File: src/vcu_pkg.sv
package vcu_pkg;

    ////////////////////////////////////////////////////////////
    // sizes
    ////////////////////////////////////////////////////////////

    localparam int LANES       = 8;
    localparam int LANE_W      = 16;
    localparam int ADDR_W      = 12;
    localparam int PROG_ADDR_W = 10;
    localparam int PROG_LEN_W  = 5;
    localparam int INSN_W      = 64;

    typedef logic signed [LANE_W-1:0] lane_t;
    typedef lane_t [LANES-1:0] vec_t;

    ////////////////////////////////////////////////////////////
    // encodings
    ////////////////////////////////////////////////////////////

    typedef enum logic [2:0] {
        ST_IDLE    = 3'd0,
        ST_LOAD    = 3'd1,
        ST_COMPUTE = 3'd2,
        ST_WRITE   = 3'd3,
        ST_CONFIG  = 3'd4
    } vcu_state_e;

    typedef enum logic {
        KIND_COMPUTE = 1'b0,
        KIND_CONFIG  = 1'b1
    } vcu_kind_e;

    typedef enum logic [3:0] {
        OP_NOP   = 4'd0,
        OP_ADD_C = 4'd1,
        OP_MUL_C = 4'd2,
        OP_MAX_C = 4'd3,
        OP_SAVE  = 4'd4,
        OP_ADD_S = 4'd5
    } vcu_op_e;

    typedef struct packed {
        vcu_op_e     op;
        logic [11:0] rsvd;
    } vcu_microop_t;

    // 64-bit compute view
    typedef struct packed {
        vcu_kind_e              kind;
        logic                   xform;
        logic [ADDR_W-1:0]      src_addr;
        logic [ADDR_W-1:0]      dst_addr;
        logic [ADDR_W-1:0]      count;
        logic [PROG_ADDR_W-1:0] prog_addr;
        logic [PROG_LEN_W-1:0]  prog_len;
        logic [10:0]            rsvd;
    } vcu_insn_t;

    // config view of the same word
    typedef struct packed {
        vcu_kind_e   kind;
        logic [14:0] rsvd;
        lane_t       add_const;
        lane_t       mul_const;
        lane_t       cmp_const;
    } vcu_config_t;

    typedef struct packed {
        lane_t add_const;
        lane_t mul_const;
        lane_t cmp_const;
    } vcu_consts_t;

    typedef struct packed {
        logic              en;
        logic [ADDR_W-1:0] addr;
    } ram_rd_t;

    typedef struct packed {
        logic              en;
        logic [ADDR_W-1:0] addr;
        vec_t              data;
    } ram_wr_t;

    typedef struct packed {
        logic                   en;
        logic [PROG_ADDR_W-1:0] addr;
        vcu_microop_t           data;
    } prog_wr_t;

endpackage

File: src/vcu_ctrl.sv
`timescale 1ns/10ps

module vcu_ctrl (
    input  logic                        clk,
    input  logic                        rst,
    input  logic                        work_en,
    input  vcu_pkg::vcu_insn_t          insn,
    output logic                        capture,
    output logic                        cfg_load,
    output vcu_pkg::ram_rd_t            acc_rd,
    output logic                        lane_load,
    output logic                        seq_start,
    input  logic                        seq_done,
    output logic                        wr_en,
    output logic [vcu_pkg::ADDR_W-1:0]  wr_addr,
    output logic                        done
);
    import vcu_pkg::*;

    vcu_state_e        state;
    vcu_state_e        next_state;
    logic              rd_pend;
    logic              xform_q;
    logic              last_vec;
    logic [ADDR_W-1:0] rd_addr;
    logic [ADDR_W-1:0] vec_left;

    assign capture   = work_en && (state == ST_IDLE);
    assign cfg_load  = (state == ST_CONFIG);
    // read in the first load cycle and capture in the second
    assign acc_rd.en   = (state == ST_LOAD) && !rd_pend;
    assign acc_rd.addr = rd_addr;
    assign lane_load = (state == ST_LOAD) && rd_pend;
    assign seq_start = lane_load && xform_q;
    assign wr_en     = (state == ST_WRITE);
    assign last_vec  = (vec_left == '0);

    ////////////////////////////////////////////////////////////
    // state machine
    ////////////////////////////////////////////////////////////

    always_comb
    begin
        next_state = state;
        case (state)
            ST_IDLE:
            begin
                if (capture)
                begin
                    next_state = (insn.kind == KIND_CONFIG) ? ST_CONFIG : ST_LOAD;
                end
            end
            ST_LOAD:
            begin
                if (rd_pend)
                begin
                    next_state = xform_q ? ST_COMPUTE : ST_WRITE;
                end
            end
            ST_COMPUTE:
            begin
                if (seq_done)
                begin
                    next_state = ST_WRITE;
                end
            end
            ST_WRITE:   next_state = last_vec ? ST_IDLE : ST_LOAD;
            ST_CONFIG:  next_state = ST_IDLE;
            default:    next_state = ST_IDLE;
        endcase
    end

    always_ff @(posedge clk)
    begin
        if (rst)
        begin
            state   <= ST_IDLE;
            rd_pend <= 1'b0;
            done    <= 1'b0;
        end
        else
        begin
            state   <= next_state;
            rd_pend <= acc_rd.en;
            done    <= (state == ST_CONFIG) || (wr_en && last_vec);
        end
    end

    ////////////////////////////////////////////////////////////
    // address and vector counters
    ////////////////////////////////////////////////////////////

    always_ff @(posedge clk)
    begin
        if (rst)
        begin
            rd_addr  <= '0;
            wr_addr  <= '0;
            vec_left <= '0;
            xform_q  <= 1'b0;
        end
        else if (capture)
        begin
            rd_addr  <= insn.src_addr;
            wr_addr  <= insn.dst_addr;
            vec_left <= insn.count;
            xform_q  <= insn.xform;
        end
        else
        begin
            if (acc_rd.en)
            begin
                rd_addr <= rd_addr + 1'b1;
            end
            if (wr_en)
            begin
                wr_addr  <= wr_addr + 1'b1;
                vec_left <= vec_left - 1'b1;
            end
        end
    end

endmodule

File: config.mk
export PLATFORM = sky130hd
export DESIGN_NAME = vcu_ctrl
export DESIGN_NICKNAME = d
export VERILOG_FILES = /design/src/vcu_pkg.sv /design/src/vcu_ctrl.sv
export SDC_FILE = /design/constraint.sdc
export NUM_CORES = 1
export LEC_CHECK = 0
export ABC_AREA = 1
export BUFFER_PORTS_ARGS = -buffer_cell sky130_fd_sc_hd__buf_2
export CORE_ASPECT_RATIO = 0.6
export CORE_MARGIN = 4
export CORE_UTILIZATION = 50
export DETAILED_ROUTE_END_ITERATION = 8
export PLACE_DENSITY = 0.9
export SYNTH_ARGS = -nofsm -noshare
export SYNTH_HDL_FRONTEND = slang
export SYNTH_SLANG_ARGS = --single-unit
File: constraint.sdc
create_clock -name clk -period 1.95 [get_ports clk]
set_input_delay 0.39 -clock clk [delete_from_list [all_inputs] [get_ports clk]]
set_output_delay 0.39 -clock clk [all_outputs]
set_load 0.02 [all_outputs]
==> flow_summary.yaml, run 1 <==
layout:
  area_growth_pct: 18.8
  drive_gt1_frac: 0.212
  antenna_cells: 0
  utilization: 0.616
  fin_nets: 547
  layout.cells.non_filler: 542
job:
  drv_cap: 0
floorplanning:
  core_region_area_sq_um: 5050
  die_area_sq_um: 6500
  pin_count: 99
  rows: 20
  die_w_um: 101
  die_h_um: 64.1
  start_util: 0.518
pwr:
  cellLeakagePower_uw: 0.00145
  p_per_area_nw_per_um2: 1440
  peakVddDrop_mv: 0.694
route:
  num_vias: 3010
  drt_drc_violations_left: 0
  wl_mm: 7.69
  vias_per_cell: 5.55
  routedWlPerCell_um: 14.2
  ant_nets: 0
  dr.pass1.iters: 5
  dr.first_iter.drc_count: 238
worst_setup_path:
  rrSetupSlack_ns: 0.23
  critPathCaptureType: "output pin"
  cp_data_required_time_ns: 1.56
  crit_path_end: "capture"
  r2r_start: "wr_addr[0]"
  crit_start: "state[1]"
  critPathMaxFanout: 12
  arrival_ns: 1.48
  reg2reg_to: "wr_addr[8]"
  start_kind: "flop"
  r2r_cells: 8
  path_class: "reg -> out"
run_status:
  status: "finished clean"
sta:
  finalSetupViolations: 0
  slew_violations: 0
  tightest_slew_ns: 0.598
  max_slew_margin: 0.600
  period_share: 0.959
  fin_worst_skew_ns: 0.00931
  setup_tns_ns: 0
  fmax_mhz: 535
  fin_ws_ns: 0.0802
  rsz0062_at_grt: "false"
  hold_viol: 0
  min_period_ns: 1.87
  whs_ns: 0.356
cts:
  path_clk_slew_ns: 0.08
  tritoncts: "yes"
  clockBufferDepth: 2
  clock_sinks: 42
  root_buffer: "clkbuf_8"
  post-cts-setup-buffers: 0
  clkLatencyLatePin_ns: 0.30
  htreeDepth: 2
  cts-buffers-inserted: 5
yosys:
  synth_area_leader_cell: "dfxtp_1"
  synth-seq-cells: 42
  ys_top_cells_by_area: "dfxtp_1 32%, nand2_1 13%, nand3_1 9.7%"
  yosys_warnings: 0
  synthCells: 405
  avgSynthCellArea_sq_um: 6.47
  syn_nets: 477
  syn_area_sq_um: 2620
  ys_seq_area_frac: 0.321
  synth_top_area_frac: 0.321
  yosysUniqueCellTypes: 34
hold_path:
  hp-start: "insn[54]"
  hold_path.class: "in -> reg"
placed_design:
  place_inst: 534
  dpl_worst_slack_ns: 0.282
  port_buffers: 72
  gp_congestion: 0.902
  dp_hpwl_mm: 5.69
global_route:
  overflow: 0
  grt_max_degree: 30
  grt_first_pass_wirelength_mm: 12.3
  grt_pass1_vias: 2632
  antenna_found_initial: 0
  grt_usage: 0.236
-- sequential cells by signal, indices dropped and copies added, names as in the netlist --
| name | cells |
|---|---|
| done | 1 |
| vec_left | 12 |
| state | 3 |
| wr_addr | 12 |
| rd_pend | 1 |
| xform_q | 1 |
| rd_addr | 12 |
-- logic make-up after synthesis --
group | synth area share
AND/OR/NAND/NOR | 0.386
adder cells (fa/ha/maj) | 0.0191
AO/OA/AOI/OAI | 0.160
flip-flops | 0.321
buffers and inverters | 0.108
XOR/XNOR | 0.00669
-- area by class of cell --
cell class                 instances  area [sq um]
sequential                        42           842
inverter                          46           175
clock inverter                     1          5.00
timing repair buffer              79           425
fill                             473          1940
clock buffer                       7          86.3
tap                               66          82.6
multi-input combinational        301          1500
-- cells in the mapped netlist --
cell type  instances
nand2_2            1
nand3b_1           4
o2111a_1           1
nor2_1            45
nor2_4             1
inv_2              4
or2_2              4
buf_2              4
o21a_1             2
xor2_1             1
or2_0              2
nand3_4            2
buf_6              4
nor3b_1            1
o21bai_1           4
xnor2_1            1
nand3_1           51
nand4_1            8
nand2_1           92
nand2_4            1
ha_1               4
clkbuf_1           4
nor3_1             8
nor2_2             1
o211ai_1           6
a21oi_1           24
o22ai_1            4
nor4_1             1
buf_4              4
a211oi_1           1
inv_1             42
o21ai_0           24
a31oi_1            7
dfxtp_1           42
-- per-stage QoR --
stage	cell area (sq um)	power (uW)
floorplan	2620	3230
global placement	3020	3740
detailed placement	3020	3840
CTS	3110	4430
global route	3110	4830
finish	3110	4470
-- worst max-delay path, cell delays in order, from the launching register on --
cell,delay [ns]
dfxtp_1,0.36
nor2_4,0.24
nand3_4,0.18
inv_4,0.20
buf_2,0.19
-- what timing repair did --
| item | CTS | global route |
|---|---|---|
| hold buffers | 0 | 0 |
| setup endpoints to repair | 0 | 1 |
| gates resized for setup | 0 | 3 |
-- per-layer routing --
layer	global-route usage	routed length [um]	up-vias
li1	-	-	1486
met1	0.354	3570	1358
met2	0.327	3200	155
met3	0.0556	814	11
met4	0.0746	101	0
met5	0	0	-
-- power by group --
part,switching [uW],internal [uW]
sequential,301,1120
combinational,1600,856
clock,304,286
total,2210,2260
-- how the worst min path moves through the flow --
stage | endpoint | slack [ns] | depth (start not counted)
after floorplan | xform_q | 0.45 | 2
after global placement | xform_q | 0.46 | 2
after detailed placement | xform_q | 0.47 | 2
after CTS | rd_addr[4] | 0.35 | 3
after global routing | rd_addr[3] | 0.38 | 3
final | rd_addr[4] | 0.36 | 3
-- placed cells by master, fill, tap and decap left out, drive strengths merged, types with 6 or more instances in the layout --
master | synthesis | layout
nor3 | 8 | 8
o21ai | 24 | 24
nand4 | 8 | 8
nor2 | 47 | 47
inv | 46 | 46
or2 | 6 | 6
dfxtp | 42 | 42
nand2 | 94 | 94
nand3 | 53 | 53
a31oi | 7 | 7
clkbuf | 4 | 7
a21oi | 24 | 24
buf | 12 | 79
o211ai | 6 | 6
(Power assumes the default switching activity.)
==> run 2: changes to the inputs <==
- BUFFER_PORTS_ARGS: -buffer_cell sky130_fd_sc_hd__buf_2 -> -buffer_cell sky130_fd_sc_hd__buf_4
- PLACE_DENSITY: 0.9 -> 0.92
- REMOVE_ABC_BUFFERS: not set -> 1
==> run 2 against run 1 <==
Net effect: global-route usage up 0.39 points; core utilization up 4.0 points; critical endpoint unchanged; final cell count up 0.37%; die area unchanged; combinational power up 7%; critical path depth unchanged; critical path type unchanged; register-to-register slack worse by 0.09 ns; via count up 1.2%; largest cell class unchanged; first-iteration DRC count down 1.3%; clock-buffer cell count unchanged; hold slack better by 0.010 ns; clock power up 2%.
==> flow_summary.yaml, run 2 (synthesis results as in run 1) <==
run_status:
  status: "finished clean"
layout:
  area_growth_pct: 26.6
  final_common_cell: "nand2_1"
  largestRegisters: "rd_addr x12, vec_left x12, wr_addr x12"
  fin_nets: 549
  layout_common_cells: "92 x nand2_1, 80 x buf_4, 50 x nand3_1"
  fill_cells: 482
  drive_gt1_frac: 0.215
  antenna_cells: 0
  utilization: 0.656
hold_path:
  hold_path.class: "in -> reg"
  holdPathStages: 3
floorplanning:
  start_util: 0.518
  die_h_um: 64.1
  rows: 20
  pin_count: 99
  die_area_sq_um: 6500
  core_region_area_sq_um: 5050
  die_w_um: 101
worst_setup_path:
  critical_path_depth: 4
  arrival_ns: 1.48
  critPathCaptureType: "output pin"
  crit_family: "simple AND/OR/NAND/NOR gates"
  critPathMaxFanout: 14
  critPathSlowestCell: "dfxtp_1"
  crit_buf_inv: 2
  start_kind: "flop"
  cp_data_required_time_ns: 1.56
  r2r_cells: 7
  cp_cell_sequence: "nor2_4 -> nand3_4 -> inv_6 -> buf_4"
  path_class: "reg -> out"
  max_stage_delay_ns: 0.35
route:
  routedWlPerCell_um: 14.7
  dr.pass1.iters: 5
  vias_per_cell: 5.60
  wl_mm: 8.01
  drt_drc_violations_left: 0
  ant_nets: 0
  num_vias: 3047
  dr.first_iter.drc_count: 235
placed_design:
  gp_congestion: 0.931
  dpl_worst_slack_ns: 0.203
  dp_hpwl_mm: 5.67
  port_buffers: 72
cts:
  htreeDepth: 2
  tritoncts: "yes"
  path_clk_slew_ns: 0.09
  root_buffer: "clkbuf_8"
  clock_sinks: 42
  cts-buffers-inserted: 5
  clkLatencyLatePin_ns: 0.30
  hold_buffers: 0
  clockBufferDepth: 2
pwr:
  p_per_area_nw_per_um2: 1400
  power_switching_uw: 2250
  power_frac_comb: 0.562
  clockPowerShare: 0.129
  peakVddDrop_mv: 0.625
  p_sw_frac: 0.484
  internal_power_uw: 2400
  cellLeakagePower_uw: 0.00150
  p_seq_frac: 0.309
sta:
  period_share: 0.961
  fmax_mhz: 534
  max_slew_margin: 0.652
  rsz0062_at_grt: "false"
  finalSetupViolations: 0
  tightest_slew_ns: 0.520
  hold_viol: 0
  min_period_ns: 1.87
  whs_ns: 0.366
  setup_tns_ns: 0
  slew_violations: 0
  fin_ws_ns: 0.0756
  fin_worst_skew_ns: 0.00478
global_route:
  overflow: 0
  grt_pass1_vias: 2763
  grt_max_degree: 26
  grt_usage: 0.239
  antenna_found_initial: 0
  grt_first_pass_wirelength_mm: 12.7
job:
  drv_cap: 0
-- run 2: cell count changes in the layout (fill, tap and decap cells not counted) --
cell,previous run,this run
inv_2,3,2
buf_4,6,80
inv_6,0,1
dfxtp_2,1,0
buf_2,72,0
dfxtp_1,41,42
nand3_1,51,50
nand3_2,0,1
-- run 2: tightest hold or removal path, stage by stage --
cell	delay (ns)
buf_4	0.12
nand3_1	0.07
nor3_1	0.04
-- run 2: power by group through the flow --
stage               combinational, uW  sequential (uW)  clock (uW)
global placement                 2430             1420           0
global route                     2900             1480         634
floorplan                        1520             1540           0
CTS                              2530             1420         609
detailed placement               2500             1430           0
finish                           2620             1440         602
-- run 2: final timing paths --
path | endpoint | slack, ns | startpoint
max | capture | 0.08 | state[2]
min reg2reg | vec_left[6] | 0.49 | vec_left[6]
min | state[2] | 0.37 | insn[63]
max reg2reg | wr_addr[9] | 0.14 | state[2]
-- run 2: repair_timing --
item                       CTS  global route
setup endpoints to repair    2             1
gates resized for setup      4             0
pin swaps                    0             2
buffers inserted             0             3
-- run 2: cell type report --
class,count,area [sq um],area share
clock inverter,1,5.00,0.00151
timing repair buffer,81,621,0.187
clock buffer,7,86.3,0.0260
tap,66,82.6,0.0249
multi-input combinational,301,1500,0.453
sequential,42,841,0.253
inverter,46,180,0.0543
-- run 2: per-layer routing --
| metal | up-vias | global-route usage | wire (um) |
|---|---|---|---|
| li1 | 1489 | - | - |
| met1 | 1381 | 0.335 | 3610 |
| met2 | 165 | 0.379 | 3550 |
| met3 | 12 | 0.0513 | 791 |
| met4 | 0 | 0.0498 | 53 |
| met5 | - | 0 | 0 |
-- run 2: through the flow --
stage	instances	area (sq um)	power, uW
after floorplan	389	2510	3060
after global placement	533	3190	3850
after detailed placement	533	3190	3930
after CTS	541	3290	4570
after global routing	544	3320	5020
final	544	3320	4660
