File: src/vcu_pkg.sv
package vcu_pkg;

    ////////////////////////////////////////////////////////////
    // sizes
    ////////////////////////////////////////////////////////////

    localparam int LANES       = 8;
    localparam int LANE_W      = 16;
    localparam int ADDR_W      = 12;
    localparam int PROG_ADDR_W = 10;
    localparam int PROG_LEN_W  = 5;
    localparam int INSN_W      = 64;

    typedef logic signed [LANE_W-1:0] lane_t;
    typedef lane_t [LANES-1:0] vec_t;

    ////////////////////////////////////////////////////////////
    // encodings
    ////////////////////////////////////////////////////////////

    typedef enum logic [2:0] {
        ST_IDLE    = 3'd0,
        ST_LOAD    = 3'd1,
        ST_COMPUTE = 3'd2,
        ST_WRITE   = 3'd3,
        ST_CONFIG  = 3'd4
    } vcu_state_e;

    typedef enum logic {
        KIND_COMPUTE = 1'b0,
        KIND_CONFIG  = 1'b1
    } vcu_kind_e;

    typedef enum logic [3:0] {
        OP_NOP   = 4'd0,
        OP_ADD_C = 4'd1,
        OP_MUL_C = 4'd2,
        OP_MAX_C = 4'd3,
        OP_SAVE  = 4'd4,
        OP_ADD_S = 4'd5
    } vcu_op_e;

    typedef struct packed {
        vcu_op_e     op;
        logic [11:0] rsvd;
    } vcu_microop_t;

    // 64-bit compute view
    typedef struct packed {
        vcu_kind_e              kind;
        logic                   xform;
        logic [ADDR_W-1:0]      src_addr;
        logic [ADDR_W-1:0]      dst_addr;
        logic [ADDR_W-1:0]      count;
        logic [PROG_ADDR_W-1:0] prog_addr;
        logic [PROG_LEN_W-1:0]  prog_len;
        logic [10:0]            rsvd;
    } vcu_insn_t;

    // config view of the same word
    typedef struct packed {
        vcu_kind_e   kind;
        logic [14:0] rsvd;
        lane_t       add_const;
        lane_t       mul_const;
        lane_t       cmp_const;
    } vcu_config_t;

    typedef struct packed {
        lane_t add_const;
        lane_t mul_const;
        lane_t cmp_const;
    } vcu_consts_t;

    typedef struct packed {
        logic              en;
        logic [ADDR_W-1:0] addr;
    } ram_rd_t;

    typedef struct packed {
        logic              en;
        logic [ADDR_W-1:0] addr;
        vec_t              data;
    } ram_wr_t;

    typedef struct packed {
        logic                   en;
        logic [PROG_ADDR_W-1:0] addr;
        vcu_microop_t           data;
    } prog_wr_t;

endpackage

File: src/vcu_lane.sv
`timescale 1ns/10ps

module vcu_lane (
    input  logic                 clk,
    input  logic                 rst,
    input  logic                 load,
    input  vcu_pkg::lane_t       load_data,
    input  vcu_pkg::vcu_op_e     op,
    input  logic                 op_valid,
    input  vcu_pkg::vcu_consts_t consts,
    output vcu_pkg::lane_t       result
);
    import vcu_pkg::*;

    lane_t work_q;
    lane_t scratch_q;
    lane_t alu;

    // all arithmetic wraps at lane width
    always_comb
    begin
        case (op)
            OP_ADD_C: alu = work_q + consts.add_const;
            OP_MUL_C: alu = work_q * consts.mul_const;
            OP_MAX_C: alu = ($signed(work_q) > $signed(consts.cmp_const)) ?
                            work_q : consts.cmp_const;
            OP_ADD_S: alu = work_q + scratch_q;
            default:  alu = work_q;
        endcase
    end

    always_ff @(posedge clk)
    begin
        if (rst)
        begin
            work_q    <= '0;
            scratch_q <= '0;
        end
        else if (load)
        begin
            work_q    <= load_data;
            scratch_q <= '0;
        end
        else if (op_valid)
        begin
            work_q <= alu;
            if (op == OP_SAVE)
            begin
                scratch_q <= work_q;
            end
        end
    end

    assign result = work_q;

endmodule

File: config.mk
export PLATFORM = sky130hd
export DESIGN_NAME = vcu_lane
export DESIGN_NICKNAME = d
export VERILOG_FILES = /design/src/vcu_pkg.sv /design/src/vcu_lane.sv
export SDC_FILE = /design/constraint.sdc
export NUM_CORES = 1
export LEC_CHECK = 0
export ABC_AREA = 1
export BUFFER_PORTS_ARGS = -buffer_cell sky130_fd_sc_hd__buf_2
export CAP_MARGIN = 30
export CORE_ASPECT_RATIO = 0.6
export CORE_MARGIN = 2
export CORE_UTILIZATION = 29
export CTS_CLUSTER_SIZE = 20
export DETAILED_ROUTE_END_ITERATION = 8
export PLACE_DENSITY = 0.57
export SYNTH_ARGS = -nofsm -noshare
export SYNTH_HDL_FRONTEND = slang
export SYNTH_SLANG_ARGS = --single-unit
File: constraint.sdc
create_clock -name clk -period 5.75 [get_ports clk]
set_input_delay 1.15 -clock clk [delete_from_list [all_inputs] [get_ports clk]]
set_output_delay 1.15 -clock clk [all_outputs]
set_load 0.01 [all_outputs]
==> results of run 1 <==
repair_timing:
action | in CTS | in global routing
gates resized for setup | 42 | 85
setup endpoints to repair | 5 | 7
buffers inserted | 13 | 7
pin swaps | 22 | 44
worst max-delay path, cell delays in order:
cell and delay [ns]:
buf_8 0.12, buf_6 0.11, buf_4 0.14, nand2_1 0.06
inv_1 0.06, fa_1 0.53, inv_1 0.05, fa_1 0.48
inv_1 0.05, fa_1 0.50, fa_1 0.46, fa_1 0.50
inv_1 0.05, fa_1 0.59, inv_2 0.07, ha_4 0.28
inv_4 0.04, nor4_4 0.15, nand3_1 0.10, nand3_1 0.11
a21oi_1 0.07, o21ai_1 0.09, o2111ai_1 0.11, nand2_1 0.08
a21oi_1 0.05
cell usage after synthesis (3+ instances only):
library cell	count
a21o_1	3
nor2_1	55
nand3b_1	4
clkbuf_1	28
dfxtp_1	32
nand3_1	48
o211ai_1	4
xor2_1	8
o21bai_1	4
nor3_1	3
a211oi_2	7
o2111ai_1	5
inv_1	300
o22ai_1	3
xnor2_1	4
a21oi_1	57
o21ai_0	61
fa_1	80
nand2_1	292
buf_2	8
ha_1	92
area by class of cell:
type | count | share of cell area, %
timing repair buffer | 174 | 12.8
multi-input combinational | 762 | 61.9
sequential | 32 | 6.71
clock buffer | 7 | 1.60
inverter | 304 | 12.1
tap | 352 | 4.61
clock inverter | 1 | 0.314
how the worst max path moves through the flow:
stage	from	end	slack, ns	depth (start not counted)
floorplan	consts[20]	result[15]$_SDFFE_PP0P_	-0.02	27
global placement	consts[19]	result[15]$_SDFFE_PP0P_	-0.47	26
detailed placement	consts[19]	result[15]$_SDFFE_PP0P_	-0.51	26
CTS	consts[22]	result[15]$_SDFFE_PP0P_	-0.19	28
global route	consts[17]	result[15]$_SDFFE_PP0P_	-0.30	32
finish	consts[20]	result[14]$_SDFFE_PP0P_	-0.11	25
where the power goes:
part | switching (mW) | total (mW) | internal (mW)
sequential | 0.0303 | 0.265 | 0.235
clock | 0.112 | 0.340 | 0.228
combinational | 1.62 | 2.85 | 1.24
total | 1.76 | 3.46 | 1.70
placed cells by master, fill, tap and decap left out, types with 4 or more instances in the layout:
master	instances
a211oi_2	7
a21oi_1	51
a21oi_2	5
buf_2	81
buf_4	70
buf_6	18
clkbuf_16	5
dfxtp_1	32
fa_1	75
fa_2	5
ha_1	80
ha_4	9
inv_1	282
inv_2	17
nand2_1	273
nand2_2	16
nand2_4	5
nand3_1	44
nand3_2	6
nand3b_1	4
nor2_1	48
nor2_4	5
o2111ai_1	4
o211ai_1	4
o21ai_0	56
o21ai_1	6
o21bai_1	4
xnor2_1	4
xor2_1	8
cells by family (layout without fill, tap and decap cells):
logic type                 count (synthesis)  after routing  synth area share, %
xor gates and xnor gates                  12             12                 1.39
AOI/OAI and AO/OA                        162            162                 12.8
buffers and inverters                    345            486                 17.8
adders and majority gates                172            172                 36.5
muxes                                      2              2                0.299
and+or+nand+nor                          414            414                 22.7
DFF                                       32             32                 8.50
routing by layer:
layer,part of all wire [%],wire length (um)
met1,52,14000
met2,37,10100
met3,11,2980
met4,0.60,164
met5,0,0
state kept, by name (all words and copies together) (netlist names):
signal and flops:
result 16, scratch_q 16
==> flow_metrics.py, run 1 <==
metrics = {
    "worst_setup_path": {
        "endpoint_kind": "flop",
        "required_ns": 5.91,
        "r2r_cells": 24,
        "regToRegStartpoint": "result[7]$_SDFFE_PP0P_",
        "r2r_slack_ns": 0.32,
        "critical_path_class": "in -> reg",
        "r2r-end": "result[14]$_SDFFE_PP0P_",
        "arrival_ns": 6.02,
        "crit_fanout": 6,
        "cp-start-kind": "primary input",
    },
    "timing": {
        "max_freq_ghz": 0.171,
        "setup_tns_ns": -0.234,
        "worst_pin_slew_ns": 1.06,
        "slew_viol_final": 0,
        "finClkSkew_ns": 0.00616,
        "relSlewSlack_pct": 28.9,
        "hold_slack_ns": 0.449,
        "rsz0062_at_grt": "true",
        "finalCritPeriodShare_pct": 102,
        "period_minus_slack_ns": 5.86,
        "hold_viol": 0,
        "timing.final.ws_setup_ns": -0.111,
        "setup_viol": 5,
    },
    "worst_hold_path": {
        "min_to": "scratch_q[4]$_SDFFE_PP0P_",
        "hold_depth": 2,
        "hold_path.startpoint": "scratch_q[4]$_SDFFE_PP0P_",
        "worstHoldPathType": "reg -> reg",
    },
    "finish": {
        "syn_to_final_growth_pct": 26.7,
        "instances_no_fill": 1632,
        "multiInputGateArea_sq_um": 5910,
        "fillers": 2710,
        "drive_gt1_share_pct": 22.3,
        "final_nets": 1523,
        "fin_area_sq_um": 9550,
        "diodes": 0,
        "postLayoutCoreUtil_pct": 37.6,
        "regArea_sq_um": 641,
    },
    "floorplan": {
        "fp.dieH_um": 129,
        "die-area_sq_um": 27300,
        "die_w_um": 212,
        "core_sq_um": 25400,
        "pin_count": 88,
        "fp-row-count": 45,
        "initial_core_util_pct": 29.7,
    },
    "logic_synthesis": {
        "yosysSeqAreaShare_pct": 8.50,
        "yosys_warnings": 0,
        "yosys-top-cells-area": "fa_1, ha_1, inv_1, nand2_1, dfxtp_1",
        "synth_top_area_share_pct": 21.3,
        "synth_enable_flop_cells": 0,
        "syn_nets": 1383,
        "yosysTopAreaCell": "fa_1",
        "synth_area_sq_um": 7540,
        "ys_ff_latch": 32,
        "synthCells": 1139,
        "synth_ff_type": "dfxtp_1",
        "synth.distinct_cells": 49,
        "async_flop_share_pct": 0,
        "avgSynthCellArea_sq_um": 6.62,
    },
    "global_routing": {
        "grt_usage_pct": 20.0,
        "grtUsageMet3_pct": 5.49,
        "grt_max_degree": 32,
        "overflow": 0,
        "grt-busiest-layer": "met1",
        "grt_pass1_vias": 7214,
        "antenna_found_initial": 0,
        "use_met1_pct": 32.3,
        "met2_usage_pct": 26.1,
        "grt_pass1_wl_um": 41000,
    },
    "run_status": {
        "outcome": "complete, but fails checks",
        "failed_checks": "negative setup slack",
    },
    "drt": {
        "vias": 7663,
        "totalWireLength_um": 27200,
        "remaining_drc_errors": 0,
        "routedWlPerCell_um": 16.7,
        "ant_nets": 0,
        "routed_via_density": 4.70,
        "dr.pass1.iters": 5,
        "drt_iter0_markers": 641,
    },
    "pwr": {
        "p_leak_nw": 5.44,
        "power_density_nw_per_um2": 362,
        "irDropWorstVdd_mv": 0.256,
        "total_power_mw": 3.46,
    },
    "placed_design": {
        "dp_slack_ns": -0.509,
        "gp_congestion": 0.958,
        "placed_cell_area_sq_um": 8770,
        "port_buffers": 87,
        "placedCellCount": 1605,
        "dpl.hpwl_um": 22700,
    },
    "clock_tree": {
        "cts_max_level": 2,
        "cts.reportedPaths.clkPinSlew_ns": 0.06,
        "cts_tree": "built",
        "clk_latency_ns": 0.29,
        "cts_buffer_depth": 2,
        "clock-sinks": 32,
        "cts-root-buf": "clkbuf_16",
        "cts_hold_buffers": 0,
        "cts_buffers": 5,
    },
    "job": {
        "drv_cap": 0,
    },
}
(Power assumes the default switching activity.)
==> run 2, diff against run 1 <==
Clock period 5.75 ns to 4.85 ns, I/O delays scaled along.
==> run 2 against run 1 <==
Compared with the run above:
- register-to-register slack got worse by 0.74 ns
- die area did not move
- the run still ends with negative setup slack left
- global-route usage fell by 1.0 points
- highest routed layer unchanged
- routed wire length fell by 6.9%
- largest cell class unchanged
==> flow_metrics.py, run 2 (synthesized netlist as in run 1, its figures left out) <==
metrics = {
    "run_status": {
        "outcome": "complete, but fails checks",
        "failed_checks": "negative setup slack",
    },
    "timing": {
        "period_minus_slack_ns": 5.55,
        "hold_viol": 0,
        "finClkSkew_ns": 0.00200,
        "setup_tns_ns": -4.21,
        "worst_pin_slew_ns": 0.951,
        "finalCritPeriodShare_pct": 114,
        "setup_viol": 9,
        "slew_viol_final": 0,
        "timing.final.ws_setup_ns": -0.696,
        "relSlewSlack_pct": 36.3,
        "rsz0062_at_grt": "true",
        "max_freq_ghz": 0.180,
    },
    "job": {
        "drv_cap": 0,
    },
    "global_routing": {
        "grt_max_degree": 32,
        "overflow": 0,
        "grt_pass1_wl_um": 40000,
        "grt_pass1_vias": 7212,
        "grt_usage_pct": 19.0,
        "antenna_found_initial": 0,
    },
    "worst_setup_path": {
        "cp-start-kind": "primary input",
        "required_ns": 5.05,
        "startpoint": "consts[22]",
        "critical_path_class": "in -> reg",
        "endpoint": "result[14]$_SDFFE_PP0P_",
        "endpoint_kind": "flop",
        "r2r_cells": 19,
        "arrival_ns": 5.75,
        "crit_fanout": 4,
        "regToRegStartpoint": "result[5]$_SDFFE_PP0P_",
        "r2r_slack_ns": -0.42,
        "r2r-end": "result[14]$_SDFFE_PP0P_",
    },
    "drt": {
        "routedWlPerCell_um": 15.4,
        "totalWireLength_um": 25400,
        "drt_iter0_markers": 474,
        "remaining_drc_errors": 0,
        "routed_via_density": 4.58,
        "ant_nets": 0,
        "dr.pass1.iters": 5,
        "vias": 7541,
    },
    "floorplan": {
        "die_w_um": 212,
        "pin_count": 88,
        "fp-row-count": 45,
        "initial_core_util_pct": 29.7,
        "die-area_sq_um": 27300,
        "fp.dieH_um": 129,
        "core_sq_um": 25400,
    },
    "clock_tree": {
        "cts_hold_buffers": 0,
        "cts_buffers": 5,
        "cts-root-buf": "clkbuf_16",
        "cts_buffer_depth": 2,
        "clk_latency_ns": 0.27,
        "cts_max_level": 2,
        "clock-sinks": 32,
        "cts.reportedPaths.clkPinSlew_ns": 0.05,
        "cts_tree": "built",
    },
    "worst_hold_path": {
        "worstHoldPathType": "reg -> reg",
    },
    "finish": {
        "final_nets": 1539,
        "final_common_cell": "inv_1",
        "drive_gt1_share_pct": 23.4,
        "most-common-layout-cells": "inv_1, nand2_1, buf_4",
        "fin_area_sq_um": 9650,
        "diodes": 0,
        "syn_to_final_growth_pct": 28.0,
    },
    "placed_design": {
        "placed_cell_area_sq_um": 9120,
        "port_buffers": 87,
        "dpl.hpwl_um": 21600,
        "gp_congestion": 0.950,
    },
    "pwr": {
        "p_leak_nw": 5.52,
        "power_density_nw_per_um2": 381,
        "irDropWorstVdd_mv": 0.254,
    },
}
## run 2: changes by cell type in the layout (fill, tap and decap cells not counted), sizes merged
| cell | before | now |
|---|---|---|
| bufinv | 1 | 0 |
| clkbuf | 7 | 8 |
| buf | 174 | 190 |
## run 2: layout make-up
class / count / area, sq um
clock buffers: 8 / 146
inverters: 304 / 1160
flip-flops and latches: 32 / 641
repair buffers: 190 / 1360
well taps: 352 / 440
multi-input cells: 762 / 5910
fillers: 2697 / 15700
## run 2: worst max-delay path, stage by stage
cell and delay [ns]:
buf_12 0.11, buf_6 0.12, nand2_2 0.06, inv_2 0.03, fa_1 0.54, inv_2 0.04, fa_1 0.49, inv_2 0.04
fa_1 0.49, fa_1 0.51, fa_1 0.56, inv_2 0.04, fa_1 0.51, inv_2 0.05, ha_4 0.24, buf_4 0.15
a31oi_2 0.17, nand3_2 0.12, a21oi_2 0.14, o21ai_1 0.07, o2111ai_1 0.07, nand2_1 0.08, a21oi_1 0.13
## run 2: routing by layer
metal / GRT usage, % / part of all wire (%) / vias up
met2: 28.4 / 41 / 256
met3: 2.07 / 7.1 / 17
li1: - / - / 3764
met1: 29.7 / 50 / 3504
met5: 0 / 0 / -
met4: 2.32 / 1.1 / 0
## run 2: where the power goes
| group | internal [mW] | total (mW) | switching [mW] |
|---|---|---|---|
| Sequential | 0.279 | 0.316 | 0.0367 |
| Clock | 0.205 | 0.313 | 0.109 |
| Combinational | 1.33 | 3.04 | 1.72 |
## run 2: worst min-delay path by stage
| stage | start | end | slack, ns | cells after the start |
|---|---|---|---|---|
| final | scratch_q[4]$_SDFFE_PP0P_ | scratch_q[4]$_SDFFE_PP0P_ | 0.45 | 2 |
| after global routing | scratch_q[13]$_SDFFE_PP0P_ | scratch_q[13]$_SDFFE_PP0P_ | 0.47 | 2 |
| after CTS | scratch_q[13]$_SDFFE_PP0P_ | scratch_q[13]$_SDFFE_PP0P_ | 0.45 | 2 |
| after detailed placement | scratch_q[13]$_SDFFE_PP0P_ | scratch_q[13]$_SDFFE_PP0P_ | 0.44 | 2 |
| after global placement | scratch_q[11]$_SDFFE_PP0P_ | scratch_q[11]$_SDFFE_PP0P_ | 0.43 | 2 |
| after floorplan | scratch_q[0]$_SDFFE_PP0P_ | scratch_q[0]$_SDFFE_PP0P_ | 0.42 | 2 |
## run 2: what timing repair did
item	4_1_cts	5_1_grt
pin swaps	26	25
resized for setup	60	43
buffers inserted	3	2
endpoints found under the setup margin	10	10
## run 2: metrics by stage
step                      hold WS, ns  power, mW  util (%)  std cells  setup slack [ns]
after floorplan                 0.424       2.02         -       1139            -0.685
after global placement          0.435       2.84      35.9       1634             -1.11
after detailed placement        0.439       2.85      35.9       1634             -1.15
after CTS                       0.447       3.46      37.4       1645            -0.702
after global routing            0.468       4.02      38.0       1648            -0.945
final                           0.448       3.67      38.0       1648            -0.696
==> run 3, diff against run 2 <==
Settings changed: GPL_ROUTABILITY_DRIVEN set to 0, SKIP_LAST_GASP set to 1.
==> run 3 against run 2 <==
Compared with the run above:
- the flow still finishes with violations (negative setup slack)
- clock power increased by 15%
- total power up 1.7%
- clock skew increased by 0.0024 ns
- flip-flop and latch count stayed put
- final area decreased by 0.27%
- worst hold slack worse by 0.0034 ns
- critical endpoint is now result[15]$_SDFFE_PP0P_
- largest cell class unchanged
- largest power group unchanged
==> flow_metrics.py, run 3 (synthesized netlist as in run 1, its figures left out) <==
metrics = {
    "run_status": {
        "outcome": "complete, but fails checks",
        "failed_checks": "negative setup slack",
    },
    "global_routing": {
        "overflow": 0,
        "grt_max_degree": 31,
        "antenna_found_initial": 0,
        "grt_pass1_wl_um": 39100,
        "grt_usage_pct": 18.7,
        "grt_pass1_vias": 7111,
    },
    "floorplan": {
        "die-area_sq_um": 27300,
        "die_w_um": 212,
        "pin_count": 88,
        "core_sq_um": 25400,
        "initial_core_util_pct": 29.7,
        "fp-row-count": 45,
        "fp.dieH_um": 129,
    },
    "drt": {
        "remaining_drc_errors": 0,
        "totalWireLength_um": 25100,
        "dr.pass1.iters": 5,
        "routedWlPerCell_um": 15.3,
        "vias": 7472,
        "routed_via_density": 4.55,
        "ant_nets": 0,
        "drt_iter0_markers": 518,
    },
    "timing": {
        "slew_viol_final": 0,
        "finClkSkew_ns": 0.00439,
        "worst_pin_slew_ns": 0.891,
        "setup_viol": 9,
        "period_minus_slack_ns": 5.54,
        "hold_slack_ns": 0.445,
        "rsz0062_at_grt": "true",
        "setup_tns_ns": -3.75,
        "max_freq_ghz": 0.180,
        "timing.final.ws_setup_ns": -0.692,
        "relSlewSlack_pct": 40.4,
        "hold_viol": 0,
        "finalCritPeriodShare_pct": 114,
    },
    "clock_tree": {
        "cts_buffers": 5,
        "cts.reportedPaths.clkPinSlew_ns": 0.05,
        "clock-sinks": 32,
        "cts_tree": "built",
        "cts_hold_buffers": 0,
        "cts_max_level": 2,
        "cts_buffer_depth": 2,
        "cts-root-buf": "clkbuf_16",
        "clk_latency_ns": 0.28,
    },
    "finish": {
        "fin_area_sq_um": 9620,
        "most-common-layout-cells": "inv_1, nand2_1, buf_4",
        "diodes": 0,
        "final_nets": 1533,
        "final_common_cell": "inv_1",
        "instances_no_fill": 1642,
        "drive_gt1_share_pct": 23.3,
        "syn_to_final_growth_pct": 27.7,
    },
    "job": {
        "drv_cap": 0,
    },
    "worst_setup_path": {
        "crit_fanout": 7,
        "endpoint_kind": "flop",
        "required_ns": 5.06,
        "cp-start-kind": "primary input",
        "arrival_ns": 5.76,
        "critical_path_class": "in -> reg",
    },
    "placed_design": {
        "placed_cell_area_sq_um": 9040,
        "placedCellCount": 1627,
        "port_buffers": 87,
        "dpl.hpwl_um": 21300,
    },
    "pwr": {
        "p_leak_nw": 5.50,
        "irDropWorstVdd_mv": 0.317,
        "power_density_nw_per_um2": 388,
    },
    "worst_hold_path": {
        "worstHoldPathType": "reg -> reg",
    },
}
run 3: cell types whose count changed in the layout (fill, tap and decap cells not counted), moves of 3 or more:
cell	before	now
nand2_2	17	12
o21ai_2	1	5
buf_4	92	89
nand2_1	272	275
run 3: timing repair:
item	4_1_cts	5_1_grt
resized for setup	67	39
setup endpoints to repair	10	10
buffers inserted	3	3
pin swaps	36	34
run 3: cell type report:
type                    count  area (sq um)
clock buffers               6           129
fillers                  2679         15800
clock inverters             2          35.0
repair buffers            184          1270
well taps                 352           440
multi-input cells         762          5950
inverters                 304          1160
flip-flops and latches     32           641
run 3: report_power, final:
part           switching (mW)  leakage, nW  internal [mW]
sequential             0.0329        0.262          0.279
combinational            1.76         5.16           1.31
clock                   0.117       0.0808          0.241
run 3: through the flow:
step	setup WS, ns	util (%)	power (mW)
final	-0.692	37.9	3.73
after global routing	-0.870	37.9	4.10
after CTS	-0.789	37.3	3.59
after detailed placement	-1.21	35.6	2.87
after global placement	-1.13	35.6	2.83
after floorplan	-0.685	-	2.02
run 3: final timing paths:
check,slack [ns],endpoint,start,cells after the start
max,-0.69,result[15]$_SDFFE_PP0P_,consts[20],27
min reg2reg,0.44,scratch_q[11]$_SDFFE_PP0P_,scratch_q[11]$_SDFFE_PP0P_,2
max reg2reg,-0.45,result[15]$_SDFFE_PP0P_,result[7]$_SDFFE_PP0P_,27
min,0.44,scratch_q[11]$_SDFFE_PP0P_,scratch_q[11]$_SDFFE_PP0P_,2
run 3: per-layer routing:
layer	track usage (%)	up-vias	share of wire, %
met5	0	-	0
met4	3.94	0	1.8
met3	1.95	29	6.3
met2	27.5	217	41
met1	28.9	3475	51
li1	-	3751	-
run 3: critical path, stage by stage:
cell     delay (ns)
buf_12         0.12
nand2_4        0.06
inv_2          0.04
fa_1           0.55
inv_2          0.04
fa_1           0.52
fa_2           0.44
fa_1           0.51
inv_1          0.05
fa_1           0.47
inv_1          0.05
fa_1           0.50
inv_2          0.05
ha_4           0.23
nand2_4        0.09
inv_2          0.04
a21oi_4        0.14
nand3_4        0.11
nand2_4        0.10
nand2_4        0.06
a21oi_4        0.17
inv_1          0.06
nand3_1        0.06
nand3_1        0.06
nand2_1        0.07
nand2_1        0.06
a21oi_2        0.13
