==> config.mk <==
export PLATFORM = sky130hd
export DESIGN_NAME = vcu_insn_regs
export DESIGN_NICKNAME = d
export VERILOG_FILES = /design/src/vcu_pkg.sv /design/src/vcu_insn_regs.sv
export SDC_FILE = /design/constraint.sdc
export NUM_CORES = 1
export LEC_CHECK = 0
export BUFFER_PORTS_ARGS = -buffer_cell sky130_fd_sc_hd__buf_4
export CAP_MARGIN = 20
export CORE_ASPECT_RATIO = 0.6
export CORE_UTILIZATION = 33
export CTS_BUF_LIST = sky130_fd_sc_hd__clkbuf_4 sky130_fd_sc_hd__clkbuf_8
export CTS_CLUSTER_DIAMETER = 50
export CTS_CLUSTER_SIZE = 28
export DETAILED_ROUTE_END_ITERATION = 7
export SLEW_MARGIN = 20
export SYNTH_ARGS = -nofsm -noshare
export SYNTH_HDL_FRONTEND = slang
export SYNTH_SLANG_ARGS = --single-unit
==> constraint.sdc <==
create_clock -name clk -period 1.5 [get_ports clk]
set_input_delay 0.45 -clock clk [delete_from_list [all_inputs] [get_ports clk]]
set_output_delay 0.45 -clock clk [all_outputs]
set_load 0.01 [all_outputs]
==> src/vcu_pkg.sv <==
package vcu_pkg;

    ////////////////////////////////////////////////////////////
    // sizes
    ////////////////////////////////////////////////////////////

    localparam int LANES       = 8;
    localparam int LANE_W      = 16;
    localparam int ADDR_W      = 12;
    localparam int PROG_ADDR_W = 10;
    localparam int PROG_LEN_W  = 5;
    localparam int INSN_W      = 64;

    typedef logic signed [LANE_W-1:0] lane_t;
    typedef lane_t [LANES-1:0] vec_t;

    ////////////////////////////////////////////////////////////
    // encodings
    ////////////////////////////////////////////////////////////

    typedef enum logic [2:0] {
        ST_IDLE    = 3'd0,
        ST_LOAD    = 3'd1,
        ST_COMPUTE = 3'd2,
        ST_WRITE   = 3'd3,
        ST_CONFIG  = 3'd4
    } vcu_state_e;

    typedef enum logic {
        KIND_COMPUTE = 1'b0,
        KIND_CONFIG  = 1'b1
    } vcu_kind_e;

    typedef enum logic [3:0] {
        OP_NOP   = 4'd0,
        OP_ADD_C = 4'd1,
        OP_MUL_C = 4'd2,
        OP_MAX_C = 4'd3,
        OP_SAVE  = 4'd4,
        OP_ADD_S = 4'd5
    } vcu_op_e;

    typedef struct packed {
        vcu_op_e     op;
        logic [11:0] rsvd;
    } vcu_microop_t;

    // 64-bit compute view
    typedef struct packed {
        vcu_kind_e              kind;
        logic                   xform;
        logic [ADDR_W-1:0]      src_addr;
        logic [ADDR_W-1:0]      dst_addr;
        logic [ADDR_W-1:0]      count;
        logic [PROG_ADDR_W-1:0] prog_addr;
        logic [PROG_LEN_W-1:0]  prog_len;
        logic [10:0]            rsvd;
    } vcu_insn_t;

    // config view of the same word
    typedef struct packed {
        vcu_kind_e   kind;
        logic [14:0] rsvd;
        lane_t       add_const;
        lane_t       mul_const;
        lane_t       cmp_const;
    } vcu_config_t;

    typedef struct packed {
        lane_t add_const;
        lane_t mul_const;
        lane_t cmp_const;
    } vcu_consts_t;

    typedef struct packed {
        logic              en;
        logic [ADDR_W-1:0] addr;
    } ram_rd_t;

    typedef struct packed {
        logic              en;
        logic [ADDR_W-1:0] addr;
        vec_t              data;
    } ram_wr_t;

    typedef struct packed {
        logic                   en;
        logic [PROG_ADDR_W-1:0] addr;
        vcu_microop_t           data;
    } prog_wr_t;

endpackage

==> src/vcu_insn_regs.sv <==
`timescale 1ns/10ps

module vcu_insn_regs (
    input  logic                clk,
    input  logic                rst,
    input  logic                capture,
    input  logic                cfg_load,
    input  vcu_pkg::vcu_insn_t  insn_in,
    output vcu_pkg::vcu_insn_t  insn,
    output vcu_pkg::vcu_consts_t consts
);
    import vcu_pkg::*;

    logic [INSN_W-1:0] held;
    vcu_config_t       cfg;

    always_ff @(posedge clk)
    begin
        if (capture)
        begin
            held <= insn_in;
        end
    end

    // two views of the held word
    assign insn = vcu_insn_t'(held);
    assign cfg  = vcu_config_t'(held);

    // constants persist across compute instructions
    always_ff @(posedge clk)
    begin
        if (rst)
        begin
            consts.add_const <= lane_t'(0);
            consts.mul_const <= lane_t'(1);
            consts.cmp_const <= lane_t'(0);
        end
        else if (cfg_load)
        begin
            consts.add_const <= cfg.add_const;
            consts.mul_const <= cfg.mul_const;
            consts.cmp_const <= cfg.cmp_const;
        end
    end

endmodule

==> results of run 1 <==
[stage by stage]
stage,cells,setup WS [ps]
after floorplan,219,312.9
after global placement,530,275.0
after detailed placement,530,240.4
after CTS,546,53.30
after global routing,546,33.58
final,546,95.62
[cell type report]
cell class,instances,area [um2],area share [%]
flip-flops and latches,112,2883,54.22
clock inverters,6,42.54,0.8002
multi-input cells,96,661.9,12.45
repair buffers,183,1424,26.78
clock buffers,10,131.4,2.471
well taps,139,173.9,3.271
[cell usage in the layout (no fill, tap or decap), drive strengths merged]
master,count
mux2i,47
edfxtp,64
buf,183
nor2,47
clkinv,3
dfxtp,48
inv,2
a211o,1
clkbuf,10
clkinvlp,1
nor2b,1
[kinds of logic (layout without fill, tap and decap cells)]
| family | after synthesis | after routing | synth area share, % |
|---|---|---|---|
| AOI/OAI and AO/OA | 1 | 1 | 0.2405 |
| buffers and inverters | 11 | 199 | 2.679 |
| muxes | 47 | 47 | 12.92 |
| and+or+nand+nor | 48 | 48 | 5.016 |
| DFF | 112 | 112 | 79.15 |
[power by group through the flow]
stage / Clock, W / Combinational [W] / Sequential (W)
3_5_place_dp: 0 / 0.000855 / 0.00367
3_3_place_gp: 0 / 0.000844 / 0.00366
4_1_cts: 0.00170 / 0.000855 / 0.00361
2_1_floorplan: 0 / 0.000183 / 0.00377
6_report: 0.00161 / 0.000838 / 0.00360
5_1_grt: 0.00180 / 0.000905 / 0.00363
[per-layer routing]
layer	GRT usage (%)	routed length, um
met1	16.28	3324
met2	22.25	3594
met3	8.669	1117
met4	4.496	91
met5	0	0
[flip-flops by register name, indices dropped and copies added (netlist names)]
name	count
consts	48
insn	64
[how the worst max path moves through the flow]
stage / from / endpoint / slack [ps] / cells after the start
2_1_floorplan: cfg_load / consts[16]$_SDFFE_PP1P_ / 310 / 4
3_3_place_gp: cfg_load / consts[39]$_SDFFE_PP0P_ / 280 / 4
3_5_place_dp: cfg_load / consts[44]$_SDFFE_PP0P_ / 240 / 4
4_1_cts: insn[42]$_DFFE_PP_ / insn[42] / 50 / 1
5_1_grt: insn[42]$_DFFE_PP_ / insn[42] / 30 / 1
6_report: insn[42]$_DFFE_PP_ / insn[42] / 100 / 1
==> key figures, run 1 <==
Placement
  • DP Wirelength: 5.791 mm
  • Routability-driven placement congestion ratio: roughly 0.71
  • Placed Area: roughly 5100 um2
  • Port bufs: ~180

Pwr
  • Reg power frac: 59.6%
  • Clock share of power: 26.6%
  • Sw frac: 24.07%
  • Net Switching: around 0.0015 W
  • Power Total: 0.006047 W
  • Comb power frac: 13.9%
  • Leakage power: 2.397 nW
  • Worst-case vdd ir drop: 528.4 uV
  • PD cells: 1137 nW/um2
  • Internal power: ~0.0046 W

Clock tree
  • CTS tree: built
  • Clk_lat worst skew: approximately 360 ps
  • CTS Hold Buffers Added: 0
  • CTS root buffer: clkbuf_8
  • Cts bufs inserted: 9
  • Post-CTS Setup Bufs: 0
  • Clock transition at the registers of the reported paths: about 100 ps
  • Clock Sinks: 112
  • H-tree levels: 3
  • Post_cts resized: 0
  • Clock Path Buffers: 2

Worst hold path
  • Hold Path Cell Cnt: 1
  • Hold Crit Endpoint: insn[44]$_DFFE_PP_
  • Worst hold start: insn_in[44]
  • Min-Delay Path Class: input port to flop

GRT
  • Global-route usage over all layers: 14.33%
  • Initial antenna violation count: 0
  • First-pass GRT wire length: 12.20 mm
  • Aggregate global routing overflow: 0
  • Largest net degree at the start of global routing: 49
  • Number of global-route vias before repair: 2,429

Worst setup path
  • Reg2reg path depth: 1
  • WP buf/inv: 1
  • Worst Setup End Kind: primary output
  • Arr. time, crit path: between 900 and 1000 ps
  • Critical path class: flop to primary output
  • CP required: around 1100 ps
  • CP delay by family, top: flip-flops
  • CP max stage cell: edfxtp_1
  • R2R Setup Slk: roughly 680 ps
  • Crit Reg-Reg Startpoint: insn[16]$_DFFE_PP_
  • CP max stage delay: roughly 430 ps
  • Critical Path, Cell by Cell: buf_4
  • Worst setup SP type: flop
  • R2r endpoint: consts[16]$_SDFFE_PP1P_
  • Critical path peak fanout: 2

Flow run
  • Max Cap Violations: 0

Synthesis
  • Count leader, synth: edfxtp_1
  • Flops & latches, synth: approximately 110
  • Asr flop ratio synth: 0%
  • Cell taking the most area after synthesis: edfxtp_1
  • Sequential area share after synthesis: 79.15%
  • Syn Std Cell Area: 3642 um2
  • Synth cell types: 12
  • Ys Warns: 0
  • Synthesized instance count: 219
  • EDFF count, synth: 64
  • Synth top area share: a little over half
  • Post-synth top cells: edfxtp_1 (64), dfxtp_1 (48), mux2i_1 (47), nor2_1 (47), clkbuf_1 (3)
  • Synth area leaders: edfxtp_1 (53%), dfxtp_1 (26%), mux2i_1 (13%), nor2_1 (4.8%), buf_8 (0.82%)
  • Top_reg_cell synth: edfxtp_1
  • Synthesized area per cell: 16.63 um2
  • Post-Syn Nets: 287

Timing
  • Final Critical Period: 1404 ps
  • Max Slew Vio Count: 0
  • Worst slew pin tran: ~530 ps
  • RSZ-0062 raised after global routing: no
  • Clk_skew: 13.16 ps
  • Slew margin rel.: 64.96%
  • Max Freq: 0.7121 GHz
  • Hold slack final: roughly 250 ps
  • Final worst path period share: 93.63%
  • Final count of hold timing violations: 0
  • Setup Viol. Count Final: 0
  • Setup TNS: 0 ps

Floorplanning
  • Number of placement rows: 29
  • Die Area: roughly 11,000 um2
  • Die height: approximately 83 um
  • Starting Density: 34.14%
  • Core area: 10,670 um2
  • Die width: 137.6 um
  • I/O pins: 180

Final layout
  • Diodes inserted: 0
  • Final #Nets: between 400 and 500
  • Final design utilization: 49.84%
  • Layout cell share with drive strength beyond 1: 48.65%
  • P&R area growth vs syn: 45.96%
  • Fillers: 942
  • Final instance area: between 5000 and 6000 um2

Routing
  • DRC violation count after routing: 0
  • Detailed-route wire length per cell: roughly 15 um
  • Initial DRC count: 59
  • Vias: between 2,000 and 2,500
  • DR pass1 iterations: 4
  • Vias/cell: 4.353
  • ANT nets after route: 0
  • Drt total wl: 8.127 mm

Status
  • Status: completed
(Power assumes the default switching activity.)
==> run 2: changes to the inputs <==
Settings changed: CORE_UTILIZATION 33 to 50, PLACE_DENSITY from default to 0.86.
==> run 2 against run 1 <==
Against the previous run:
- the run now ends with DRC left
- combinational power about the same
- global-route usage is 6.6 points higher
- setup slack got worse by 11 ps
- utilization increased by 27 points
- sequential power barely moved
- largest power group unchanged
- die area is 33% lower
- highest routed layer unchanged
- register-to-register slack better by 30 ps
==> key figures, run 2 (synthesized netlist as in run 1, its figures left out) <==
Worst setup path
  • CP required: 1050 ps (about the same)
  • Worst Setup End Kind: primary output
  • CP max stage delay: 430 ps (about the same)
  • Worst setup SP type: flop
  • Arr. time, crit path: 970 ps (+20 ps)
  • Critical path peak fanout: 2 (unchanged)
  • CP delay by family, top: flip-flops
  • WP buf/inv: 1 (unchanged)
  • Critical Path, Cell by Cell: buf_4
  • Reg2reg path depth: 2 (+1)
  • Crit Reg-Reg Startpoint: insn[31]$_DFFE_PP_
  • CP max stage cell: edfxtp_1
  • Critical path class: flop to primary output
  • R2r endpoint: consts[31]$_SDFFE_PP0P_
  • R2R Setup Slk: 710 ps (+30 ps)

Routing
  • DRC violation count after routing: 11 (+11)
  • DR pass1 iterations: 7 (+3)
  • ANT nets after route: 0 (unchanged)
  • Vias: 2,375 (-0.084%)
  • Detailed-route wire length per cell: 16.40 um (+10%)
  • Initial DRC count: 130 (+120%)
  • Vias/cell: 4.808 (+10%)
  • Drt total wl: 8.104 mm (-0.28%)

Floorplanning
  • Starting Density: 53.18% (+19 points)
  • Number of placement rows: 23 (-21%)
  • Die height: 68.11 um (-18%)
  • Core area: 6849 um2 (-36%)
  • Die width: 112.2 um (-18%)
  • Die Area: 7641 um2 (-33%)
  • I/O pins: 180 (unchanged)

GRT
  • First-pass GRT wire length: 11.57 mm (-5.1%)
  • Aggregate global routing overflow: 0 (unchanged)
  • Number of global-route vias before repair: 2,213 (-8.9%)
  • Global-route usage over all layers: 20.98% (+6.6 points)
  • Largest net degree at the start of global routing: 49 (unchanged)
  • Initial antenna violation count: 0 (unchanged)

Clock tree
  • CTS root buffer: clkbuf_8
  • Clock Sinks: 112 (unchanged)
  • H-tree levels: 3 (unchanged)
  • Post-CTS Setup Bufs: 0 (unchanged)
  • CTS tree: built
  • Post_cts resized: 0 (unchanged)
  • Clock transition at the registers of the reported paths: 100 ps (about the same)
  • CTS Hold Buffers Added: 0 (unchanged)
  • Clk_lat worst skew: 360 ps (about the same)
  • Cts bufs inserted: 9 (unchanged)
  • Clock Path Buffers: 2 (unchanged)

Worst hold path
  • Hold Path Cell Cnt: 1 (unchanged)
  • Min-Delay Path Class: input port to flop
  • Hold Crit Endpoint: insn[20]$_DFFE_PP_
  • Worst hold start: insn_in[20]

Timing
  • Max Slew Vio Count: 0 (unchanged)
  • Worst slew pin tran: 502.1 ps (-23.49 ps)
  • Final Critical Period: 1416 ps (+11.19 ps)
  • Clk_skew: 9.380 ps (-3.780 ps)
  • Setup TNS: 0 ps (unchanged)
  • Slew margin rel.: 66.53% (+1.6 points)
  • RSZ-0062 raised after global routing: no
  • Final worst path period share: 94.37% (+0.75 points)
  • Setup Viol. Count Final: 0 (unchanged)
  • Final count of hold timing violations: 0 (unchanged)
  • Max Freq: 0.7064 GHz (-0.79%)

Pwr
  • Power Total: 0.006003 W (-0.73%)
  • PD cells: 1147 nW/um2 (+0.86%)
  • Worst-case vdd ir drop: 956.3 uV (+81%)
  • Leakage power: 2.384 nW (-0.57%)

Status
  • Failing checks: DRC
  • Status: finished, violations left

Final layout
  • Max FFs per register: 64 (unchanged)
  • Most frequent cells in the layout: buf_4 (180), edfxtp_1 (64), dfxtp_1 (48)
  • Most common cell after layout, fill and taps aside: buf_4
  • Layout cell share with drive strength beyond 1: 48.65% (unchanged)
  • Final design utilization: 76.40% (+27 points)
  • Layout Cells excl Fill: 494 (-9.5%)
  • Diodes inserted: 0 (unchanged)
  • P&R area growth vs syn: 43.66%
  • Final #Nets: 470 (unchanged)
  • Fillers: 423 (-55%)

Placement
  • Placed cells: 478 (-9.8%)
  • Port bufs: 179 (unchanged)
  • DP Wirelength: 5.793 mm (about the same)
  • Routability-driven placement congestion ratio: 0.7404 (+4.9%)

Flow run
  • Max Cap Violations: 0 (unchanged)
-- run 2: cell count changes in the layout (fill, tap and decap cells not counted) --
cell,before,now
buf_12,4,3
buf_4,179,180
clkinv_2,1,2
clkinv_4,1,0
clkinvlp_4,1,3
inv_6,2,0
-- run 2: layout make-up --
cell class	count	area [um2]	area share [%]
clock inverters	6	36.28	0.6934
flip-flops and latches	112	2883	55.09
repair buffers	183	1411	26.97
well taps	87	108.9	2.080
clock buffers	10	131.4	2.511
multi-input cells	96	661.9	12.65
-- run 2: layer usage --
metal	track usage, %	vias up	share of wire [%]
met2	34.39	106	49
met1	24.37	1126	40
li1	-	1137	-
met4	6.500	0	0.54
met5	0	-	0
met3	10.98	6	11
-- run 2: report_power, final --
part	leakage, nW	internal (W)	switching [W]
registers	1.02	0.00349	0.000120
clock network	0.0791	0.000611	0.000942
logic	1.28	0.000469	0.000371
-- run 2: worst max path at each step --
stage                              endpoint  cells past startpoint  slack [ps]          startpoint
floorplan           consts[16]$_SDFFE_PP1P_                      4         310            cfg_load
global placement     consts[9]$_SDFFE_PP0P_                      4         290            cfg_load
detailed placement  consts[31]$_SDFFE_PP0P_                      4         220            cfg_load
CTS                                insn[40]                      1          70  insn[40]$_DFFE_PP_
global route                       insn[40]                      1          30  insn[40]$_DFFE_PP_
finish                             insn[40]                      1          80  insn[40]$_DFFE_PP_
-- run 2: stage by stage --
stage | hold slack [ps] | worst slack, ps | instance area (um2)
finish | 252.9 | 84.43 | 5233
global route | 214.8 | 28.51 | 5233
CTS | 224.2 | 65.33 | 5233
detailed placement | 477.6 | 222.3 | 5065
global placement | 466.0 | 290.4 | 5065
floorplan | 529.3 | 312.9 | 3642
==> run 3: changes to the inputs <==
Clock period 1.5 ns to 1.7 ns, I/O delays scaled along.
==> run 3 against run 2 <==
Against the previous run:
- the flow still finishes with violations (DRC)
- flip-flop and latch count stayed put
- clock-buffer cell count stayed put
- clock power is 10% lower
- non-clock buffer count is 1 lower
==> key figures, run 3 (synthesized netlist as in run 1, its figures left out) <==
Final layout
  • Layout cell share with drive strength beyond 1: 48.28% (-0.37 points)
  • Layout Cells excl Fill: 493 (-0.20%)
  • Final instance area: 5230 um2 (about the same)
  • Most common cell after layout, fill and taps aside: buf_4
  • Final #Nets: 469 (-0.21%)
  • Most frequent cells in the layout: buf_4 (179), edfxtp_1 (64), dfxtp_1 (48)
  • Diodes inserted: 0 (unchanged)
  • Multi-input combinational cell area: 661.9 um2 (unchanged)
  • Fillers: 421 (-0.47%)
  • Seq. cell area: 2883 um2 (unchanged)
  • Max FFs per register: 64 (unchanged)
  • Final design utilization: 76.36% (about the same)
  • P&R area growth vs syn: 43.59% (about the same)

Worst setup path
  • R2R Setup Slk: 890 ps (+180 ps)
  • CP required: 1190 ps (+140 ps)
  • R2r endpoint: consts[16]$_SDFFE_PP1P_
  • Reg2reg path depth: 1 (-1)
  • CP max stage cell: edfxtp_1
  • Critical Path, Cell by Cell: buf_4
  • Critical path peak fanout: 2 (unchanged)
  • Worst setup SP type: flop
  • Worst Setup End Kind: primary output
  • Critical path class: flop to primary output
  • Arr. time, crit path: 970 ps (about the same)
  • Crit Reg-Reg Startpoint: insn[16]$_DFFE_PP_
  • CP delay by family, top: flip-flops
  • CP max stage delay: 430 ps (about the same)
  • WP buf/inv: 1 (unchanged)

GRT
  • Number of global-route vias before repair: 2,358 (+6.6%)
  • Initial antenna violation count: 0 (unchanged)
  • First-pass GRT wire length: 11.70 mm (+1.1%)
  • Aggregate global routing overflow: 0 (unchanged)
  • Global-route usage over all layers: 21.18% (+0.20 points)
  • Largest net degree at the start of global routing: 50 (+2.0%)

Timing
  • Hold slack final: 307.4 ps (+54.57 ps)
  • Final worst path period share: 87.14%
  • Worst slew pin tran: 514.5 ps (+12.43 ps)
  • Setup Viol. Count Final: 0 (unchanged)
  • Slew margin rel.: 65.70% (-0.83 points)
  • Setup TNS: 0 ps (unchanged)
  • Max Slew Vio Count: 0 (unchanged)
  • RSZ-0062 raised after global routing: no
  • Final count of hold timing violations: 0 (unchanged)
  • Final Critical Period: 1481 ps
  • Max Freq: a little under 0.7 GHz
  • Clk_skew: 8.362 ps (-1.017 ps)

Placement
  • Routability-driven placement congestion ratio: 0.7363 (-0.55%)
  • Port bufs: 179 (unchanged)
  • Placed cells: 477 (-0.21%)
  • DP Wirelength: 5.825 mm (+0.56%)
  • Placed Area: 5057 um2 (-0.15%)

Pwr
  • Leakage power: 2.391 nW (+0.30%)
  • Comb power frac: 13.9% (about the same)
  • Sw frac: 23.71% (-0.17 points)
  • Internal power: 0.004054 W (-11%)
  • PD cells: 1016 nW/um2 (-11%)
  • Net Switching: 0.001260 W (-12%)
  • Clock share of power: 26.2% (+0.3 points)
  • Reg power frac: 59.9% (-0.2 points)
  • Worst-case vdd ir drop: 676.9 uV (-29%)

Floorplanning
  • I/O pins: 180 (unchanged)
  • Die width: 112.2 um (unchanged)
  • Starting Density: 53.18% (unchanged)
  • Die Area: 7641 um2 (unchanged)
  • Die height: 68.11 um (unchanged)
  • Core area: 6849 um2 (unchanged)
  • Number of placement rows: 23 (unchanged)

Routing
  • Initial DRC count: 131 (+0.77%)
  • Vias/cell: 4.801 (-0.13%)
  • Vias: 2,367 (-0.34%)
  • Drt total wl: 8.052 mm (-0.64%)
  • Detailed-route wire length per cell: 16.33 um (-0.44%)
  • DR pass1 iterations: 6 (-1)
  • ANT nets after route: 0 (unchanged)
  • DRC violation count after routing: 11 (unchanged)

Clock tree
  • Clock transition at the registers of the reported paths: 100 ps (about the same)
  • Post_cts resized: 0 (unchanged)
  • CTS Hold Buffers Added: 0 (unchanged)
  • CTS tree: built
  • Clock Sinks: 112 (unchanged)
  • Post-CTS Setup Bufs: 0 (unchanged)
  • Clock Path Buffers: 2 (unchanged)
  • Clk_lat worst skew: 370 ps (about the same)
  • H-tree levels: 3 (unchanged)
  • Cts bufs inserted: 9 (unchanged)
  • CTS root buffer: clkbuf_8

Worst hold path
  • Worst hold start: insn_in[32]
  • Hold Path Cell Cnt: 1 (unchanged)
  • Hold Crit Endpoint: insn[32]$_DFFE_PP_
  • Min-Delay Path Class: input port to flop

Status
  • Failing checks: DRC
  • Status: finished, violations left

Flow run
  • Max Cap Violations: 0 (unchanged)
[run 3: cell types whose count changed in the layout (fill, tap and decap cells not counted), sizes merged]
cell / change
buf: -1
clkinv: +3
clkinvlp: -3
[run 3: layout make-up]
cell class	count	share of cell area, %
clock buffer	10	2.632
clock inverter	6	0.6699
multi-input combinational	96	12.66
sequential	112	55.12
tap	87	2.081
timing repair buffer	182	26.84
[run 3: how the worst max path moves through the flow]
stage / slack [ps] / depth (start not counted) / startpoint / endpoint
after floorplan: 450 / 4 / cfg_load / consts[16]$_SDFFE_PP1P_
after CTS: 200 / 1 / insn[23]$_DFFE_PP_ / insn[23]
after detailed placement: 300 / 4 / cfg_load / consts[42]$_SDFFE_PP0P_
after global placement: 370 / 4 / cfg_load / consts[16]$_SDFFE_PP1P_
after global routing: 180 / 1 / insn[23]$_DFFE_PP_ / insn[23]
final: 220 / 1 / insn[23]$_DFFE_PP_ / insn[23]
[run 3: metrics by stage]
| step | total power, W | setup WS (ps) |
|---|---|---|
| global route | 0.005528 | 177.6 |
| global placement | 0.003954 | 370.8 |
| CTS | 0.005369 | 198.9 |
| floorplan | 0.003491 | 452.9 |
| detailed placement | 0.003989 | 296.6 |
| finish | 0.005314 | 218.7 |
[run 3: power groups by stage]
stage	clock network, W	logic, W	registers, W
after CTS	0.00144	0.000746	0.00318
after global routing	0.00153	0.000787	0.00321
final	0.00139	0.000738	0.00318
after floorplan	0	0.000162	0.00333
after detailed placement	0	0.000746	0.00324
after global placement	0	0.000720	0.00323
[run 3: routing by layer]
metal	share of wire, %	GRT usage [%]	wire [um]
met3	13	11.60	1009
met2	49	35.87	3930
met1	37	22.75	3000
met5	0	0	0
met4	1.4	8.500	112
